<file path="config.mk">
export PLATFORM = sky130hd
export DESIGN_NAME = stat_counter
export DESIGN_NICKNAME = d
export VERILOG_FILES = /design/src/stat_pkg.sv /design/src/stat_counter.sv
export SDC_FILE = /design/constraint.sdc
export NUM_CORES = 1
export LEC_CHECK = 0
export ABC_AREA = 1
export BUFFER_PORTS_ARGS = -buffer_cell sky130_fd_sc_hd__buf_2
export CAP_MARGIN = 10
export CELL_PAD_IN_SITES_DETAIL_PLACEMENT = 1
export CELL_PAD_IN_SITES_GLOBAL_PLACEMENT = 1
export CORE_MARGIN = 3
export CORE_UTILIZATION = 25
export CTS_CLUSTER_DIAMETER = 50
export CTS_CLUSTER_SIZE = 12
export DETAILED_ROUTE_END_ITERATION = 16
export PLACE_DENSITY = 0.52
export SYNTH_ARGS = -nofsm -noshare
export SYNTH_HDL_FRONTEND = slang
export SYNTH_SLANG_ARGS = --single-unit
</file>
<file path="constraint.sdc">
create_clock -name clk_125mhz -period 5.3 [get_ports clk_125mhz]
set_clock_uncertainty 0.1 [all_clocks]
set_input_delay 1.06 -clock clk_125mhz [delete_from_list [all_inputs] [get_ports clk_125mhz]]
set_output_delay 1.06 -clock clk_125mhz [all_outputs]
set_load 0.05 [all_outputs]
</file>
<file path="src/stat_pkg.sv">
// Statistics increment type, statistic kinds and index and length widths
`default_nettype none

package stat_pkg;

    // Width of a statistic index
    localparam int STAT_ID_W = 8;

    // Width of a frame length field, wraps on long frames
    localparam int STAT_LEN_W = 16;

    // Frame outcomes counted per channel
    typedef enum logic [1:0] {
        STAT_GOOD     = 2'd0,
        STAT_BAD      = 2'd1,
        STAT_OVERFLOW = 2'd2
    } stat_kind_e;

    // Number of kinds per channel
    // channel n owns indices n*STAT_KINDS up to n*STAT_KINDS+STAT_KINDS-1
    localparam int STAT_KINDS = 3;

    // One statistics increment
    typedef struct packed {
        logic [STAT_ID_W-1:0]  id;
        logic [STAT_LEN_W-1:0] len;
    } stat_inc_t;

endpackage

`default_nettype wire

</file>
<file path="src/stat_counter.sv">
// Frame and byte counter bank updated by increments with a strobed read port
`timescale 1ns/1ps
`default_nettype none

module stat_counter #(
    parameter int CH_COUNT     = 2,
    parameter int STAT_COUNT_W = 32
) (
    input  wire logic                          clk_125mhz,
    input  wire logic                          arst_n,

    // Increment input, always accepted
    input  wire stat_pkg::stat_inc_t           inc,
    input  wire logic                          inc_valid,

    // Read port
    input  wire logic                          rd_en,
    input  wire logic [stat_pkg::STAT_ID_W-1:0] rd_addr,
    output logic                               rd_valid,
    output logic [STAT_COUNT_W-1:0]            rd_frames,
    output logic [STAT_COUNT_W-1:0]            rd_bytes
);

    localparam int N     = CH_COUNT * stat_pkg::STAT_KINDS;
    localparam int IDX_W = (N > 1) ? $clog2(N) : 1;
    localparam int ID_W  = stat_pkg::STAT_ID_W;

    logic [STAT_COUNT_W-1:0] frame_cnt [N];
    logic [STAT_COUNT_W-1:0] byte_cnt  [N];

    logic             inc_hit;
    logic             rd_hit;
    logic [IDX_W-1:0] inc_idx;
    logic [IDX_W-1:0] rd_idx;

    assign inc_hit = inc_valid && (inc.id < ID_W'(N));
    assign rd_hit  = rd_addr < ID_W'(N);
    assign inc_idx = inc.id[IDX_W-1:0];
    assign rd_idx  = rd_addr[IDX_W-1:0];

    always_ff @(posedge clk_125mhz or negedge arst_n) begin
        if (!arst_n) begin
            for (int i = 0; i < N; i++) begin
                frame_cnt[i] <= '0;
                byte_cnt[i]  <= '0;
            end
            rd_valid <= 1'b0;
        end else begin
            rd_valid <= rd_en;
            if (inc_hit) begin
                frame_cnt[inc_idx] <= frame_cnt[inc_idx] + 1'b1;
                byte_cnt[inc_idx]  <= byte_cnt[inc_idx] + STAT_COUNT_W'(inc.len);
            end
        end
    end

    // Read data, zero for an unmapped index
    always_ff @(posedge clk_125mhz) begin
        if (rd_en) begin
            if (rd_hit) begin
                rd_frames <= frame_cnt[rd_idx];
                rd_bytes  <= byte_cnt[rd_idx];
            end else begin
                rd_frames <= '0;
                rd_bytes  <= '0;
            end
        end
    end

    // Channel bases upstream must stay inside the bank
    inc_range_a : assert property (
        @(posedge clk_125mhz) disable iff (!arst_n)
        inc_valid |-> inc.id < ID_W'(N)
    );

endmodule

`default_nettype wire

</file>
==> flow_summary.toml, run 1 <==
[sta]
setup_viol = 0
grt_setup_unrepaired = "false"
worst_pin_slew_ns = 1.10
final_max_slew_viol_count = 0
min_period_ns = 4.20
post-route-period-util = 0.792
hold_ws_ns = 0.367
fin_setup_tns_ns = 0
max_freq_ghz = 0.238
slew_headroom = 0.266
hold_viol = 0

[critical_path]
worstPathArrival_ns = 4.57
worstPathCellList = "buf_2 -> inv_2 -> nand2_1 -> nor2_1 -> inv_2 -> o22ai_1 -> a221oi_1 -> nand2_1 -> ha_1 -> fa_1 -> nand3_1 -> nand2_1 -> nand4_1 -> nand2_1 -> nand2_1 -> nand2_1 -> nand2_1 -> xor2_1 -> o21ai_1"
cp.required_ns = 5.67
reg2reg_slack_ns = 1.89
max_stage_delay_ns = 0.48
path_class = "input pin to flop"
slowest_stage = "xor2_1"
cp-start-kind = "input pin"
crit_start = "inc[18]"
r2r_start = "byte_cnt[64]"
path_common_cell = "nand2_1"
worstPathMaxFanout = 13
end_kind = "flop"

[placed_design]
numPortBuffers = 100
place_hpwl_um = 68900
place.gp.congestion = 0.823
place_inst = 4723

[final_layout]
fin_cells = 4875
drive_gt1_frac = 0.108
final_common_cell = "nand2_1"
area_growth_pct = 19.2
final_nets = 3573
final_cell_mix = "nand2_1, o21ai_0, dfrtp_1"
fillers = 12000

[global_routing]
grt.overflow.total = 0
antenna_found_initial = 4
grt.total_usage = 0.211
grt_max_degree = 147
grt_pass1_vias = 24900
grt_pass1_wl_um = 166000

[power_and_ir_drop]
ir_drop_v = 0.000185
power.density_nw_per_um2 = 330
leakagePower_nw = 13.8

[clock_tree]
clock_latency_ns = 0.64
cts_buffers = 81
cts_tree = "done"
cts_resized = 0
cts_hold_buf = 0
clock-sinks = 449
clkTransAtPathRegs_ns = 0.06
cts_root_buf = "clkbuf_16"
post_cts_buffers = 0
cts.path.max_buffers = 3
htreeDepth = 3

[route]
via_per_inst = 4.98
drc = 0
drt-pass1-iter-count = 7
drt-wirelength-per-cell_um = 22.6
wl_um = 110000
vias = 24300
first_iter_violations = 1845
drtAntennaViolNets = 0

[min_path]
hold_path.class = "input pin to asynchronous set/reset pin"

[synthesis]
syn_nets = 3525
ys_warn_count = 0
synthCells = 3471
ys_seq_area_frac = 0.459
ys_async_sr_fraction = 0.857
ys.flop_type = "dfrtp_1"
syn_area_per_cell_um2 = 7.26
syn_area_um2 = 25200
synth_cell_type_count = 48
synth_edf_count = 64
synth-seq-cells = 449

[floorplanning]
coreArea_um2 = 99100
die_w_um = 323
die_area_um2 = 105000
rows = 115
pin_count = 101
initial_core_util = 0.254
dieHeight_um = 323

[outcome]
status = "complete, no violations"

[run]
drv_cap = 0
synthesized netlist by cell type (all sizes together), types with 23 or more instances:
library cell	count	area, um^2
nor2	251	1030
inv	201	754
dfrtp	385	9630
a21oi	135	679
clkbuf	145	544
o22ai	35	219
nand3	217	1130
edfxtp	64	1920
o21a	23	173
nand4	38	238
o21ai	461	2310
o211ai	47	353
buf	67	385
nand2	1300	4910
path summary, 6_finish.rpt:
kind | cells past startpoint | endpoint
max | 19 | byte_cnt[180]
min | 1 | byte_cnt[5]
max reg2reg | 15 | byte_cnt[180]
min reg2reg | 2 | byte_cnt[55]
max in group asynchronous | 2 | frame_cnt[74]
min in group clk_125mhz | 2 | byte_cnt[55]
cells by family (layout without fill, tap and decap cells):
logic type,after synthesis,in the layout,share of synthesized area
other,0,1,0
flip-flops,449,449,0.459
XOR/XNOR,25,25,0.00869
buffers and inverters,416,532,0.0673
AO/OA/AOI/OAI,740,740,0.161
AND/OR/NAND/NOR,1823,1823,0.295
adder cells (fa/ha/maj),18,18,0.00924
sequential cells by signal (all words and copies together), names as in the netlist:
| register | cells |
|---|---|
| byte_cnt | 192 |
| frame_cnt | 192 |
| rd_bytes | 32 |
| rd_frames | 32 |
| rd_valid | 1 |
stage by stage:
| stage | instance area (um^2) | power, W | utilization | worst slack, ns |
|---|---|---|---|---|
| 2_1_floorplan | 25200 | 0.00412 | - | 1.24 |
| 3_3_place_gp | 27200 | 0.00450 | 0.275 | 0.476 |
| 3_5_place_dp | 27200 | 0.00451 | 0.275 | 0.464 |
| 4_1_cts | 30000 | 0.0101 | 0.303 | 1.13 |
| 5_1_grt | 30000 | 0.0103 | 0.303 | 0.811 |
| 6_report | 30000 | 0.00991 | 0.303 | 1.10 |
power by group:
part           switching, W  internal (W)  leakage, nW
clock network       0.00207       0.00340         1.37
registers         0.0000450       0.00357         5.85
logic              0.000629      0.000193         6.53
total               0.00275       0.00717         13.8
critical path, delay by kind of cell:
kind	cells	cell delay, ns
compound gates	3	0.45
xor+xnor	1	0.48
fa+ha+maj	2	0.63
buf+inv	3	0.60
simple gates	10	1.32
final cells by class:
class | instances | area (um^2) | area share
tap | 1287 | 1610 | 0.0536
antenna | 1 | 2.50 | 0.0000833
clock buffer | 97 | 2200 | 0.0732
inverter | 204 | 786 | 0.0262
multi-input combinational | 2606 | 12000 | 0.399
sequential | 449 | 11600 | 0.385
clock inverter | 54 | 606 | 0.0202
timing repair buffer | 177 | 1280 | 0.0426
routing by layer:
metal	part of all wire	global-route usage	up-vias
li1	-	-	11500
met3	0.042	0.0282	112
met2	0.45	0.336	455
met5	0.00010	0	-
met4	0.017	0.0481	2
met1	0.49	0.304	12200
Note: power is estimated with default switching activity, not from simulation.
==> run 2: changes to the inputs <==
--- a/config.mk
+++ b/config.mk
@@ -5,7 +5,7 @@
 export SDC_FILE = /design/constraint.sdc
 export NUM_CORES = 1
 export LEC_CHECK = 0
-export ABC_AREA = 1
+export ABC_AREA = 0
 export BUFFER_PORTS_ARGS = -buffer_cell sky130_fd_sc_hd__buf_2
 export CAP_MARGIN = 10
 export CELL_PAD_IN_SITES_DETAIL_PLACEMENT = 1
@@ -15,7 +15,7 @@
 export CTS_CLUSTER_DIAMETER = 50
 export CTS_CLUSTER_SIZE = 12
 export DETAILED_ROUTE_END_ITERATION = 16
-export PLACE_DENSITY = 0.52
+export PLACE_DENSITY = 0.48
 export SYNTH_ARGS = -nofsm -noshare
 export SYNTH_HDL_FRONTEND = slang
 export SYNTH_SLANG_ARGS = --single-unit
==> constraint.sdc (replaced) <==
create_clock -name clk_125mhz -period 4.4 [get_ports clk_125mhz]
set_clock_uncertainty 0.1 [all_clocks]
set_input_delay 0.88 -clock clk_125mhz [delete_from_list [all_inputs] [get_ports clk_125mhz]]
set_output_delay 0.88 -clock clk_125mhz [all_outputs]
set_load 0.05 [all_outputs]
==> run 2 against run 1 <==
Effect of this change: sequential cell count unchanged; wire length decreased by 24%; global-route usage decreased by 4.2 points; sequential power increased by 20%; register-to-register slack got worse by 1.1 ns; synthesized cell count decreased by 44%; synthesized area decreased by 6.1%; setup slack got worse by 0.55 ns; count of clock-buffer cells in the layout decreased by 8; utilization increased by 1.3 points; clock power increased by 14%.
==> flow_summary.toml, run 2 <==
[synthesis]
synthCells = 1951
syn_nets = 2005
synth_edf_count = 64
syn_area_um2 = 23700
synth-seq-cells = 449
ys_warn_count = 0
synth.most_common_cell = "dfrtp_1"
ys.flop_type = "dfrtp_1"
synth_cell_type_count = 85
synthTopCellsByArea = "dfrtp_1, mux2_2, edfxtp_1, mux4_2, a22oi_1"
syn_area_per_cell_um2 = 12.1
ys_top_cells_by_count = "dfrtp_1, mux2_2, nand2_1"
yosys.area.top_type = "dfrtp_1"
synth_top_cell_area_share = 0.407
ys_async_sr_fraction = 0.857
ys_seq_area_frac = 0.489

[floorplanning]
die_w_um = 314
coreArea_um2 = 93600
pin_count = 101
dieHeight_um = 314
die_area_um2 = 98300
rows = 112
initial_core_util = 0.253

[placed_design]
numPortBuffers = 100
place_area_um2 = 26900
place_hpwl_um = 55200
place.gp.congestion = 0.787

[final_layout]
fillers = 10200
largest_registers = "byte_cnt x192, frame_cnt x192"
final_cell_mix = "dfrtp_1, mux2_2, buf_4"
antenna_cells = 0
drive_gt1_frac = 0.390
fin_util = 0.316
area_growth_pct = 25.1
final_common_cell = "dfrtp_1"
design_area_um2 = 29600
final_nets = 2248

[route]
drc = 0
drt-pass1-iter-count = 6
vias = 17400
via_per_inst = 4.95
drt-wirelength-per-cell_um = 23.8
first_iter_violations = 808
drtAntennaViolNets = 0
wl_um = 83400

[power_and_ir_drop]
p_int_w = 0.00853
leakagePower_nw = 13.2
switchingPower_w = 0.00286
switching_share = 0.251
p_clk_frac = 0.548
power_frac_seq = 0.381
ir_drop_v = 0.000222
power.density_nw_per_um2 = 385
comb_power_share = 0.072

[clock_tree]
cts.path.max_buffers = 3
cts_root_buf = "clkbuf_16"
cts_tree = "done"
cts_hold_buf = 0
clkTransAtPathRegs_ns = 0.06
cts_buffers = 75
clock_latency_ns = 0.62
htreeDepth = 3
post_cts_buffers = 0
cts_resized = 0
clock-sinks = 449

[critical_path]
r2r_end = "byte_cnt[106]"
cp.required_ns = 4.78
reg2reg_slack_ns = 0.80
crit_start = "inc[18]"
r2r_start = "byte_cnt[1]"
path_class = "input pin to flop"
end_kind = "flop"
cp-start-kind = "input pin"
worstPathMaxFanout = 9
critPathCapture = "byte_cnt[106]"
worstPathArrival_ns = 4.23
reg2regPathDepth = 12

[run]
drv_cap = 0

[sta]
min_period_ns = 3.85
slew_headroom = 0.337
final_max_slew_viol_count = 0
setup_viol = 0
grt_setup_unrepaired = "false"
worst_pin_slew_ns = 0.994
hold_viol = 0
max_freq_ghz = 0.260
post-route-period-util = 0.875

[outcome]
status = "complete, no violations"

[global_routing]
grt_max_degree = 86
grt.overflow.total = 0
grt_pass1_wl_um = 127000
grt_pass1_vias = 19300
antenna_found_initial = 1
grt.total_usage = 0.170

[min_path]
hold_path.class = "input pin to asynchronous set/reset pin"
==> run 2: changes by cell type after synthesis, sizes merged, moves of 72 or more <==
cell,delta
nor2,-143
nand2,-1117
mux2i,+72
inv,-191
a22oi,+107
nand3,-191
o21ai,-299
mux2,+332
a21oi,-101
==> run 2: worst max-delay path, stage by stage <==
cell and delay, ns:
buf_2 0.18, buf_4 0.25, nand2b_1 0.30, o221ai_1 0.32, fa_2 0.46, a21o_1 0.20, a21oi_2 0.17, o21bai_1 0.12
a2111o_1 0.45, a31o_2 0.24, a21oi_1 0.17, xnor2_1 0.18, mux2_2 0.30
==> run 2: logic make-up after synthesis <==
kind of cell,share of synthesized area
AO/OA/AOI/OAI,0.112
adder cells (fa/ha/maj),0.00984
AND/OR/NAND/NOR,0.0808
buffers and inverters,0.0327
multiplexers,0.253
flip-flops,0.489
XOR/XNOR,0.0224
==> run 2: how the worst min path moves through the flow <==
stage                                end  slack [ns]  cells after the start           start
after floorplan             byte_cnt[21]        0.36                      2    byte_cnt[21]
after global placement     frame_cnt[23]        0.38                      2   frame_cnt[23]
after detailed placement  frame_cnt[151]        0.39                      2  frame_cnt[151]
after CTS                   frame_cnt[8]        0.23                      1          arst_n
after global routing        byte_cnt[52]        0.25                      1          arst_n
final                       frame_cnt[4]        0.20                      1          arst_n
==> run 2: final cells by class <==
class | count | area (um^2) | share of cell area
Multi-Input combinational cell | 1352 | 11400 | 0.386
Tap cell | 1254 | 1570 | 0.0530
Timing Repair Buffer | 306 | 2360 | 0.0798
Clock inverter | 50 | 632 | 0.0213
Inverter | 10 | 37.5 | 0.00127
Clock buffer | 89 | 2020 | 0.0683
Sequential cell | 449 | 11600 | 0.390
==> run 2: stage by stage <==
step | instances | TNS (ns) | hold slack [ns] | setup WS [ns] | power, W
floorplan | 1951 | 0 | 0.360 | 0.00000977 | 0.00483
global placement | 3371 | -0.0557 | 0.377 | -0.0101 | 0.00523
detailed placement | 3371 | -0.815 | 0.393 | -0.0650 | 0.00524
CTS | 3510 | 0 | 0.228 | 0.583 | 0.0116
global route | 3510 | 0 | 0.248 | 0.344 | 0.0118
finish | 3510 | 0 | 0.197 | 0.549 | 0.0114
==> run 2: power by group through the flow <==
stage | Combinational [W] | Sequential [W] | Clock (W)
after floorplan | 0.000345 | 0.00449 | 0
after global placement | 0.000825 | 0.00441 | 0
after detailed placement | 0.000835 | 0.00441 | 0
after CTS | 0.000838 | 0.00434 | 0.00642
after global routing | 0.000883 | 0.00434 | 0.00659
final | 0.000817 | 0.00434 | 0.00624
==> run 2: layer usage <==
metal | global-route usage | vias to the layer above | part of all wire
met5 | 0 | - | 0.00013
met4 | 0.0432 | 2 | 0.024
met3 | 0.0290 | 133 | 0.036
met2 | 0.286 | 320 | 0.48
met1 | 0.226 | 9103 | 0.46
li1 | - | 7817 | -
