<file path="config.mk">
export PLATFORM = sky130hd
export DESIGN_NAME = frame_fifo
export DESIGN_NICKNAME = d
export VERILOG_FILES = /design/src/axis_pkg.sv /design/src/stat_pkg.sv /design/src/frame_fifo.sv
export SDC_FILE = /design/constraint.sdc
export NUM_CORES = 1
export LEC_CHECK = 0
export BUFFER_PORTS_ARGS = -buffer_cell sky130_fd_sc_hd__buf_2
export CORE_ASPECT_RATIO = 0.5
export CORE_MARGIN = 2
export CORE_UTILIZATION = 25
export DETAILED_ROUTE_END_ITERATION = 6
export RECOVER_POWER = 50
export SLEW_MARGIN = 20
export SYNTH_ARGS = -nofsm -noshare
export SYNTH_HDL_FRONTEND = slang
export SYNTH_SLANG_ARGS = --single-unit
</file>
<file path="constraint.sdc">
create_clock -name clk_125mhz -period 4.31 [get_ports clk_125mhz]
set_input_delay 0.862 -clock clk_125mhz [delete_from_list [all_inputs] [get_ports clk_125mhz]]
set_output_delay 0.862 -clock clk_125mhz [all_outputs]
set_load 0.1 [all_outputs]
</file>
<file path="src/axis_pkg.sv">
// Byte-wide stream beat type shared by the receive and transmit frame paths
`default_nettype none

package axis_pkg;

    // Width of the data byte carried in one beat
    localparam int AXIS_DATA_W = 8;

    // One stream beat
    // bad only has meaning when last is set
    typedef struct packed {
        logic [AXIS_DATA_W-1:0] data;
        logic                   last;
        logic                   bad;
    } axis_beat_t;

endpackage

`default_nettype wire

</file>
<file path="src/stat_pkg.sv">
// Statistics increment type, statistic kinds and index and length widths
`default_nettype none

package stat_pkg;

    // Width of a statistic index
    localparam int STAT_ID_W = 8;

    // Width of a frame length field, wraps on long frames
    localparam int STAT_LEN_W = 16;

    // Frame outcomes counted per channel
    typedef enum logic [1:0] {
        STAT_GOOD     = 2'd0,
        STAT_BAD      = 2'd1,
        STAT_OVERFLOW = 2'd2
    } stat_kind_e;

    // Number of kinds per channel
    // channel n owns indices n*STAT_KINDS up to n*STAT_KINDS+STAT_KINDS-1
    localparam int STAT_KINDS = 3;

    // One statistics increment
    typedef struct packed {
        logic [STAT_ID_W-1:0]  id;
        logic [STAT_LEN_W-1:0] len;
    } stat_inc_t;

endpackage

`default_nettype wire

</file>
<file path="src/frame_fifo.sv">
// Store-and-forward frame FIFO with bad and overflow frame drop and per-frame increments
`timescale 1ns/1ps
`default_nettype none

module frame_fifo #(
    parameter int FIFO_DEPTH   = 64,
    parameter int STAT_ID_BASE = 0
) (
    input  wire logic                 clk_125mhz,
    input  wire logic                 arst_n,

    // Receive stream
    input  wire axis_pkg::axis_beat_t rx_beat,
    input  wire logic                 rx_valid,
    output logic                      rx_ready,

    // Transmit stream
    output axis_pkg::axis_beat_t      tx_beat,
    output logic                      tx_valid,
    input  wire logic                 tx_ready,

    // Statistics increment output
    output stat_pkg::stat_inc_t       stat_inc,
    output logic                      stat_valid,
    input  wire logic                 stat_ready
);

    localparam int ADDR_W = $clog2(FIFO_DEPTH);
    localparam int PTR_W  = ADDR_W + 1;
    localparam int ID_W   = stat_pkg::STAT_ID_W;
    localparam int LEN_W  = stat_pkg::STAT_LEN_W;

    // Byte RAM holding data and last flag
    logic [8:0]             mem [FIFO_DEPTH];
    logic [8:0]             rd_word;

    // Pointers carry one extra bit to tell full from empty
    logic [PTR_W-1:0]       wr_ptr;
    logic [PTR_W-1:0]       commit_ptr;
    logic [PTR_W-1:0]       rd_ptr;

    // Bytes of the current frame seen so far
    logic [LEN_W-1:0]       frame_len;

    logic                   frame_full;
    logic                   fifo_full;
    logic                   rx_xfer;
    logic                   wr_en;
    logic                   tx_xfer;
    stat_pkg::stat_kind_e   frame_kind;

    // Current frame alone fills the buffer, so it can never fit
    assign frame_full = (wr_ptr - commit_ptr) == PTR_W'(FIFO_DEPTH);

    // Buffer full because committed frames still wait for transmit
    assign fifo_full = (wr_ptr - rd_ptr) == PTR_W'(FIFO_DEPTH);

    // Hold the last beat while the previous increment is still pending
    // An oversize frame keeps ready high and is discarded
    assign rx_ready = !(rx_beat.last && stat_valid) && (frame_full || !fifo_full);

    assign rx_xfer = rx_valid && rx_ready;
    assign wr_en   = rx_xfer && !frame_full;

    // Outcome of the frame ending on the current beat
    always_comb begin
        if (frame_full) begin
            frame_kind = stat_pkg::STAT_OVERFLOW;
        end else if (rx_beat.bad) begin
            frame_kind = stat_pkg::STAT_BAD;
        end else begin
            frame_kind = stat_pkg::STAT_GOOD;
        end
    end

    always_ff @(posedge clk_125mhz) begin
        if (wr_en) begin
            mem[wr_ptr[ADDR_W-1:0]] <= {rx_beat.last, rx_beat.data};
        end
    end

    // Only committed bytes are visible on the transmit side
    assign rd_word  = mem[rd_ptr[ADDR_W-1:0]];
    assign tx_valid = rd_ptr != commit_ptr;
    assign tx_xfer  = tx_valid && tx_ready;
    assign tx_beat  = '{data: rd_word[7:0], last: rd_word[8], bad: 1'b0};

    always_ff @(posedge clk_125mhz or negedge arst_n) begin
        if (!arst_n) begin
            wr_ptr     <= '0;
            commit_ptr <= '0;
            rd_ptr     <= '0;
            frame_len  <= '0;
            stat_valid <= 1'b0;
        end else begin
            if (tx_xfer) begin
                rd_ptr <= rd_ptr + 1'b1;
            end

            if (stat_valid && stat_ready) begin
                stat_valid <= 1'b0;
            end

            if (rx_xfer) begin
                if (rx_beat.last) begin
                    frame_len  <= '0;
                    stat_valid <= 1'b1;
                    if (frame_kind == stat_pkg::STAT_GOOD) begin
                        wr_ptr     <= wr_ptr + 1'b1;
                        commit_ptr <= wr_ptr + 1'b1;
                    end else begin
                        // Rewind over the dropped frame
                        wr_ptr <= commit_ptr;
                    end
                end else begin
                    frame_len <= frame_len + 1'b1;
                    if (!frame_full) begin
                        wr_ptr <= wr_ptr + 1'b1;
                    end
                end
            end
        end
    end

    // Increment payload, loaded once per frame on its last beat
    always_ff @(posedge clk_125mhz) begin
        if (rx_xfer && rx_beat.last) begin
            stat_inc.id  <= ID_W'(STAT_ID_BASE) + ID_W'(frame_kind);
            stat_inc.len <= frame_len + 1'b1;
        end
    end

    // Pending increment stays put until the arbiter takes it
    stat_hold_a : assert property (
        @(posedge clk_125mhz) disable iff (!arst_n)
        stat_valid && !stat_ready |=> stat_valid && $stable(stat_inc)
    );

    // Transmit never reads past committed data
    rd_commit_a : assert property (
        @(posedge clk_125mhz) disable iff (!arst_n)
        PTR_W'(commit_ptr - rd_ptr) <= PTR_W'(FIFO_DEPTH)
    );

endmodule

`default_nettype wire

</file>
==> out/qor.yml, run 1 <==
power_and_ir_drop:
  power.total_w: 0.0200
  power_frac_comb: 0.351
  power_density_nw_per_um2: 662
  switching_power_w: 0.00653
  p_seq_frac: 0.361
  intPower_w: 0.0134
  clock_power_share: 0.288
  swShare: 0.327
  vdd_drop_max_mv: 0.422
  leakage_nw: 9.61
synth:
  synth_cell_types: 58
  synth_top_cell_area_share: 0.704
  synthesis.area_um2: 25400
  synth_top_area_cell: "edfxtp_1"
  async_reset_ff_frac: 0.0601
  syn_inst: 1207
  yosysWarnings: 0
  synth_compound_area_frac: 0.0163
  synthXorXnorAreaFrac: 0.0128
  synthAdderAreaFrac: 0.00740
  ys_seq_elements: 632
  ys_seq_area_frac: 0.741
  ys_top_cells_by_area: "edfxtp_1, mux4_2, dfrtp_1, nor2_1, xnor2_1"
  syn_area_per_cell_um2: 21.0
  synthMuxAreaShare: 0.174
  synth_top_family_by_area: "multiplexers"
  synth-simple-area-share: 0.0333
  synth-edff-count: 594
  synth_flop_cell: "edfxtp_1"
placement:
  io_buffers: 44
  place_congestion: 0.792
  place_ws_ns: 0.451
  hpwl_um: 34400
  place_area_um2: 27900
final_layout:
  layout_commonest_cell: "edfxtp_1"
  fillCellCount: 9713
  num-nets-final: 1388
  antennaDiodeCount: 0
  drive_above_1_share: 0.301
  stdcell_area_um2: 30200
  layout_common_cells: "edfxtp_1, mux4_2, buf_4, clkbuf_16, nor2_1"
  syn_to_final_growth_pct: 19.0
  final_core_util: 0.301
detailed_routing:
  num_vias: 12300
  drcViolationCount: 0
  ant_nets: 0
  routed_via_density: 4.47
  wl_per_cell_um: 20.9
  routed_wl_um: 57500
  drt_iter0_drc: 1261
  drt-pass1-iter-count: 4
timing:
  finalHoldViolCount: 0
  drv_slew: 559
  setup_viol: 0
  period_needed_ns: 4.24
  max_freq_mhz: 236
  tightestPinTransition_ns: 2.99
  finClkSkew_ns: 0.0212
  rsz0062_at_grt: "true"
  period_share: 0.983
  max_slew_margin: -0.995
  fin_ws_ns: 0.0737
die:
  start_util: 0.253
  ioPinCount: 52
  die_x_um: 454
  die_area_um2: 104000
  core_area_um2: 100000
  row_count: 82
  fp.dieH_um: 229
grt:
  grt_pass1_vias: 12700
  grt_use_total: 0.110
  grt_max_degree: 105
  gr-total-overflow: 0
  grt_pass1_wl_um: 85500
  antenna_found_initial: 3
setup_path:
  reg2reg_from: "rd_ptr[0]$_DFFE_PN0P_"
  worstPathArrival_ns: 3.37
  cp.required_ns: 3.45
  r2r_setup_slack_ns: 0.42
  worst_setup_path_end_kind: "output pin"
  cp_max_fo: 16
  startpoint_type: "register"
  worstRegToRegCells: 10
  path_class: "register to output pin"
  r2r-end: "mem[22][3]$_DFFE_PP_"
hold_path:
  hold_path_class: "input pin to register"
  hold_path_startpoint: "stat_ready"
  holdPathStages: 2
  hold-path-endpoint: "stat_valid$_DFF_PN0_"
run_status:
  outcome: "finished, violations left"
  violations: "max-capacitance violations, max-slew violations"
clocking:
  h-tree-depth: 3
  cts_tree: "yes"
  clkTransAtPathRegs_ns: 0.06
  insertion_delay_ns: 0.60
  numCtsBuffers: 67
  postCtsHoldBufs: 0
  numClockSinks: 632
  cts_buffer_depth: 3
  clock-root-buffer: "clkbuf_16"
job:
  maxCapViolations: 9
## how the worst max path moves through the flow
| stage | from | to | cells past startpoint |
|---|---|---|---|
| after floorplan | rd_ptr[1]$_DFFE_PN0P_ | rx_ready | 10 |
| after global placement | rd_ptr[0]$_DFFE_PN0P_ | tx_beat[6] | 6 |
| final | rd_ptr[0]$_DFFE_PN0P_ | tx_beat[7] | 6 |
| after detailed placement | rd_ptr[0]$_DFFE_PN0P_ | tx_beat[4] | 6 |
| after global routing | rd_ptr[0]$_DFFE_PN0P_ | tx_beat[9] | 6 |
| after CTS | rd_ptr[0]$_DFFE_PN0P_ | tx_beat[2] | 6 |
## critical path, stage by stage (launching register included)
cell	delay, ns
dfrtp_4	0.54
buf_12	0.23
buf_16	0.20
mux4_2	0.51
mux4_2	0.53
mux4_2	0.49
buf_4	0.25
## per-layer routing
metal  up-vias  GRT usage  part of all wire
met5         -          0                 0
met4         0     0.0274             0.020
met3        81     0.0182             0.046
met2       320      0.191              0.51
met1      6625      0.143              0.42
li1       5294          -                 -
## repair_timing
item	4_1_cts	5_1_grt
setup endpoints to repair	10	8
setup buffers	4	1
resized for setup	13	7
## state kept, by name (all words and copies together), names as in the netlist
| signal | flops |
|---|---|
| commit_ptr | 7 |
| frame_len | 16 |
| mem | 576 |
| rd_ptr | 7 |
| stat_inc | 18 |
| stat_valid | 1 |
| wr_ptr | 7 |
## layout make-up
cell class                      count  area (µm²)  share of cell area
Multi-Input combinational cell    492        6250               0.207
Timing Repair Buffer              142        1140              0.0379
Tap cell                         1344        1680              0.0558
Sequential cell                   632       18800               0.623
Inverter                           23        91.3             0.00303
Clock buffer                       84        1770              0.0588
Clock inverter                     39         423              0.0140
## kinds of logic (layout without fill, tap and decap cells)
kind of cell               after synthesis  count (layout)
adders and majority gates               15              15
xor gates and xnor gates                37              37
muxes                                  204             204
buffers and inverters                   89             288
AOI/OAI and AO/OA                       55              55
other                                    1               7
and+or+nand+nor                        174             174
DFF                                    632             632
## cell usage after synthesis (2+ instances only)
master	count
a21boi_0	2
a21oi_1	6
a22o_1	4
a22oi_1	2
and2_1	4
and3_1	9
buf_1	21
buf_2	5
buf_4	9
clkbuf_1	31
dfrtp_1	38
edfxtp_1	594
ha_1	15
inv_1	21
mux2_2	4
mux2i_1	11
mux4_2	189
nand2_1	29
nand2b_1	3
nand3_1	16
nand3b_1	4
nand4_1	7
nor2_1	69
nor2b_1	8
nor3_1	12
nor4_1	2
o211ai_1	8
o21a_1	2
o21ai_0	12
o2bb2ai_1	4
or3_1	3
or4_1	2
xnor2_1	26
xor2_1	11
## power groups by stage
stage               Clock, W  Sequential [W]  Combinational, W
CTS                  0.00588         0.00719           0.00704
detailed placement         0         0.00734           0.00688
finish               0.00575         0.00720           0.00700
global placement           0         0.00733           0.00685
floorplan                  0         0.00731           0.00477
global route         0.00610         0.00723           0.00739
## stage by stage
stage               instances  hold slack, ns  setup TNS (ns)
finish                   2756           0.464               0
global route             2756           0.444         -0.0193
CTS                      2755           0.424        -0.00201
detailed placement       2628           0.518               0
global placement         2627           0.501               0
floorplan                1213           0.479               0
Note: power is estimated with default switching activity, not from simulation.
==> run 2, diff against run 1 <==
- REMOVE_ABC_BUFFERS: default -> 1
==> out/qor.yml, run 2 (synthesis results as in run 1) <==
timing:
  period_share: 0.990
  max_slew_margin: -1.04
  finClkSkew_ns: 0.0179
  max_freq_mhz: 234
  rsz0062_at_grt: "true"
  setup_viol: 0
  finalHoldViolCount: 0
  period_needed_ns: 4.27
  drv_slew: 622
  tightestPinTransition_ns: 3.05
grt:
  grt_pass1_vias: 12500
  gr-total-overflow: 0
  antenna_found_initial: 4
  grt_max_degree: 74
  grt_pass1_wl_um: 85700
  grt_use_total: 0.111
final_layout:
  drive_above_1_share: 0.275
  antennaDiodeCount: 0
  num-nets-final: 1355
  final_core_util: 0.296
  syn_to_final_growth_pct: 17.2
  layout_commonest_cell: "edfxtp_1"
  largest_reg_flops: 576
  layout_common_cells: "edfxtp_1, mux4_2, clkbuf_16, nor2_1, buf_4"
  fillCellCount: 9723
  finalNonFillerCells: 2708
die:
  ioPinCount: 52
  die_x_um: 454
  start_util: 0.253
  row_count: 82
  core_area_um2: 100000
  fp.dieH_um: 229
  die_area_um2: 104000
setup_path:
  path_class: "register to output pin"
  r2r-end: "mem[44][1]$_DFFE_PP_"
  r2r_setup_slack_ns: 0.29
  cp_max_fo: 10
  worst_setup_path_end_kind: "output pin"
  startpoint_type: "register"
  worstPathArrival_ns: 3.40
  cp.required_ns: 3.45
  reg2reg_from: "rd_ptr[0]$_DFFE_PN0P_"
  worstRegToRegCells: 11
hold_path:
  hold_path_startpoint: "stat_ready"
  holdPathStages: 2
  hold_path_class: "input pin to register"
  hold-path-endpoint: "stat_valid$_DFF_PN0_"
job:
  maxCapViolations: 12
clocking:
  numClockSinks: 632
  cts_buffer_depth: 3
  clkTransAtPathRegs_ns: 0.06
  insertion_delay_ns: 0.58
  numCtsBuffers: 67
  clock-root-buffer: "clkbuf_16"
  cts_tree: "yes"
  h-tree-depth: 3
detailed_routing:
  dr_wl_met2_um: 28800
  drcViolationCount: 0
  drt-pass1-iter-count: 6
  m1WireLength_um: 24100
  routed_via_density: 4.50
  routed_wl_um: 58000
  top_layer: "met5"
  ant_nets: 0
  met3_length_um: 3450
  drt_iter0_drc: 1089
  num_vias: 12200
  wl_per_cell_um: 21.4
run_status:
  violations: "max-capacitance violations, max-slew violations"
  outcome: "finished, violations left"
placement:
  place_congestion: 0.767
  dp.cells: 2590
  io_buffers: 44
  hpwl_um: 35000
power_and_ir_drop:
  power_density_nw_per_um2: 664
  leakage_nw: 9.34
  vdd_drop_max_mv: 0.791
## run 2: cell types whose count changed in the layout (fill, tap and decap cells not counted), sizes merged
cell / change
bufinv: -6
clkbuf: +7
bufbuf: +2
inv: -6
buf: -42
clkinvlp: -3
## run 2: per-stage QoR
stage                     instance area, µm²  hold slack, ns  power (W)  setup TNS (ns)  setup WS [ns]
after detailed placement               27500           0.513     0.0142               0          0.393
after CTS                              29700           0.429     0.0199               0      0.0000733
final                                  29700           0.462     0.0197               0         0.0444
after floorplan                        25100           0.480     0.0122        -2623.98          -4.92
after global routing                   29700           0.431     0.0204         -0.0427        -0.0219
after global placement                 27500           0.505     0.0142               0          0.404
## run 2: worst max-delay path, cell delays in order (launching register included)
cell	delay (ns)
dfrtp_4	0.49
buf_4	0.27
mux4_2	0.59
mux4_2	0.61
mux4_2	0.54
buf_2	0.31
## run 2: where the power goes
| part | internal [W] | leakage (nW) | switching, W |
|---|---|---|---|
| registers | 0.00701 | 5.83 | 0.000194 |
| logic | 0.00302 | 2.54 | 0.00415 |
| clock network | 0.00309 | 0.977 | 0.00224 |
## run 2: worst max-delay path by stage
stage,startpoint,to
final,rd_ptr[0]$_DFFE_PN0P_,tx_beat[1]
after global routing,commit_ptr[4]$_DFFE_PN0P_,rx_ready
after CTS,rd_ptr[0]$_DFFE_PN0P_,tx_beat[2]
after detailed placement,wr_ptr[1]$_DFFE_PN0P_,mem[44][3]$_DFFE_PP_
after global placement,rd_ptr[0]$_DFFE_PN0P_,tx_beat[2]
after floorplan,rd_ptr[0]$_DFFE_PN0P_,rx_ready
## run 2: repair_timing
action	in CTS	in global routing
pin swaps	0	2
resized for setup	21	9
setup endpoints to repair	10	4
hold buffers	0	0
gates cloned	3	0
setup buffers	5	3
hold endpoints to repair	0	0
## run 2: final cells by class
cell class / instances / area [µm²] / share of cell area
Sequential cell: 632 / 18800 / 0.633
Inverter: 23 / 91.3 / 0.00307
Tap cell: 1344 / 1680 / 0.0566
Clock inverter: 24 / 159 / 0.00535
Timing Repair Buffer: 109 / 893 / 0.0301
Clock buffer: 84 / 1830 / 0.0615
Multi-Input combinational cell: 492 / 6250 / 0.211
## run 2: metal layers
| metal | global-route usage | up-vias |
|---|---|---|
| met1 | 0.147 | 6508 |
| met5 | 0 | - |
| li1 | - | 5211 |
| met2 | 0.183 | 373 |
| met4 | 0.0336 | 8 |
| met3 | 0.0230 | 88 |
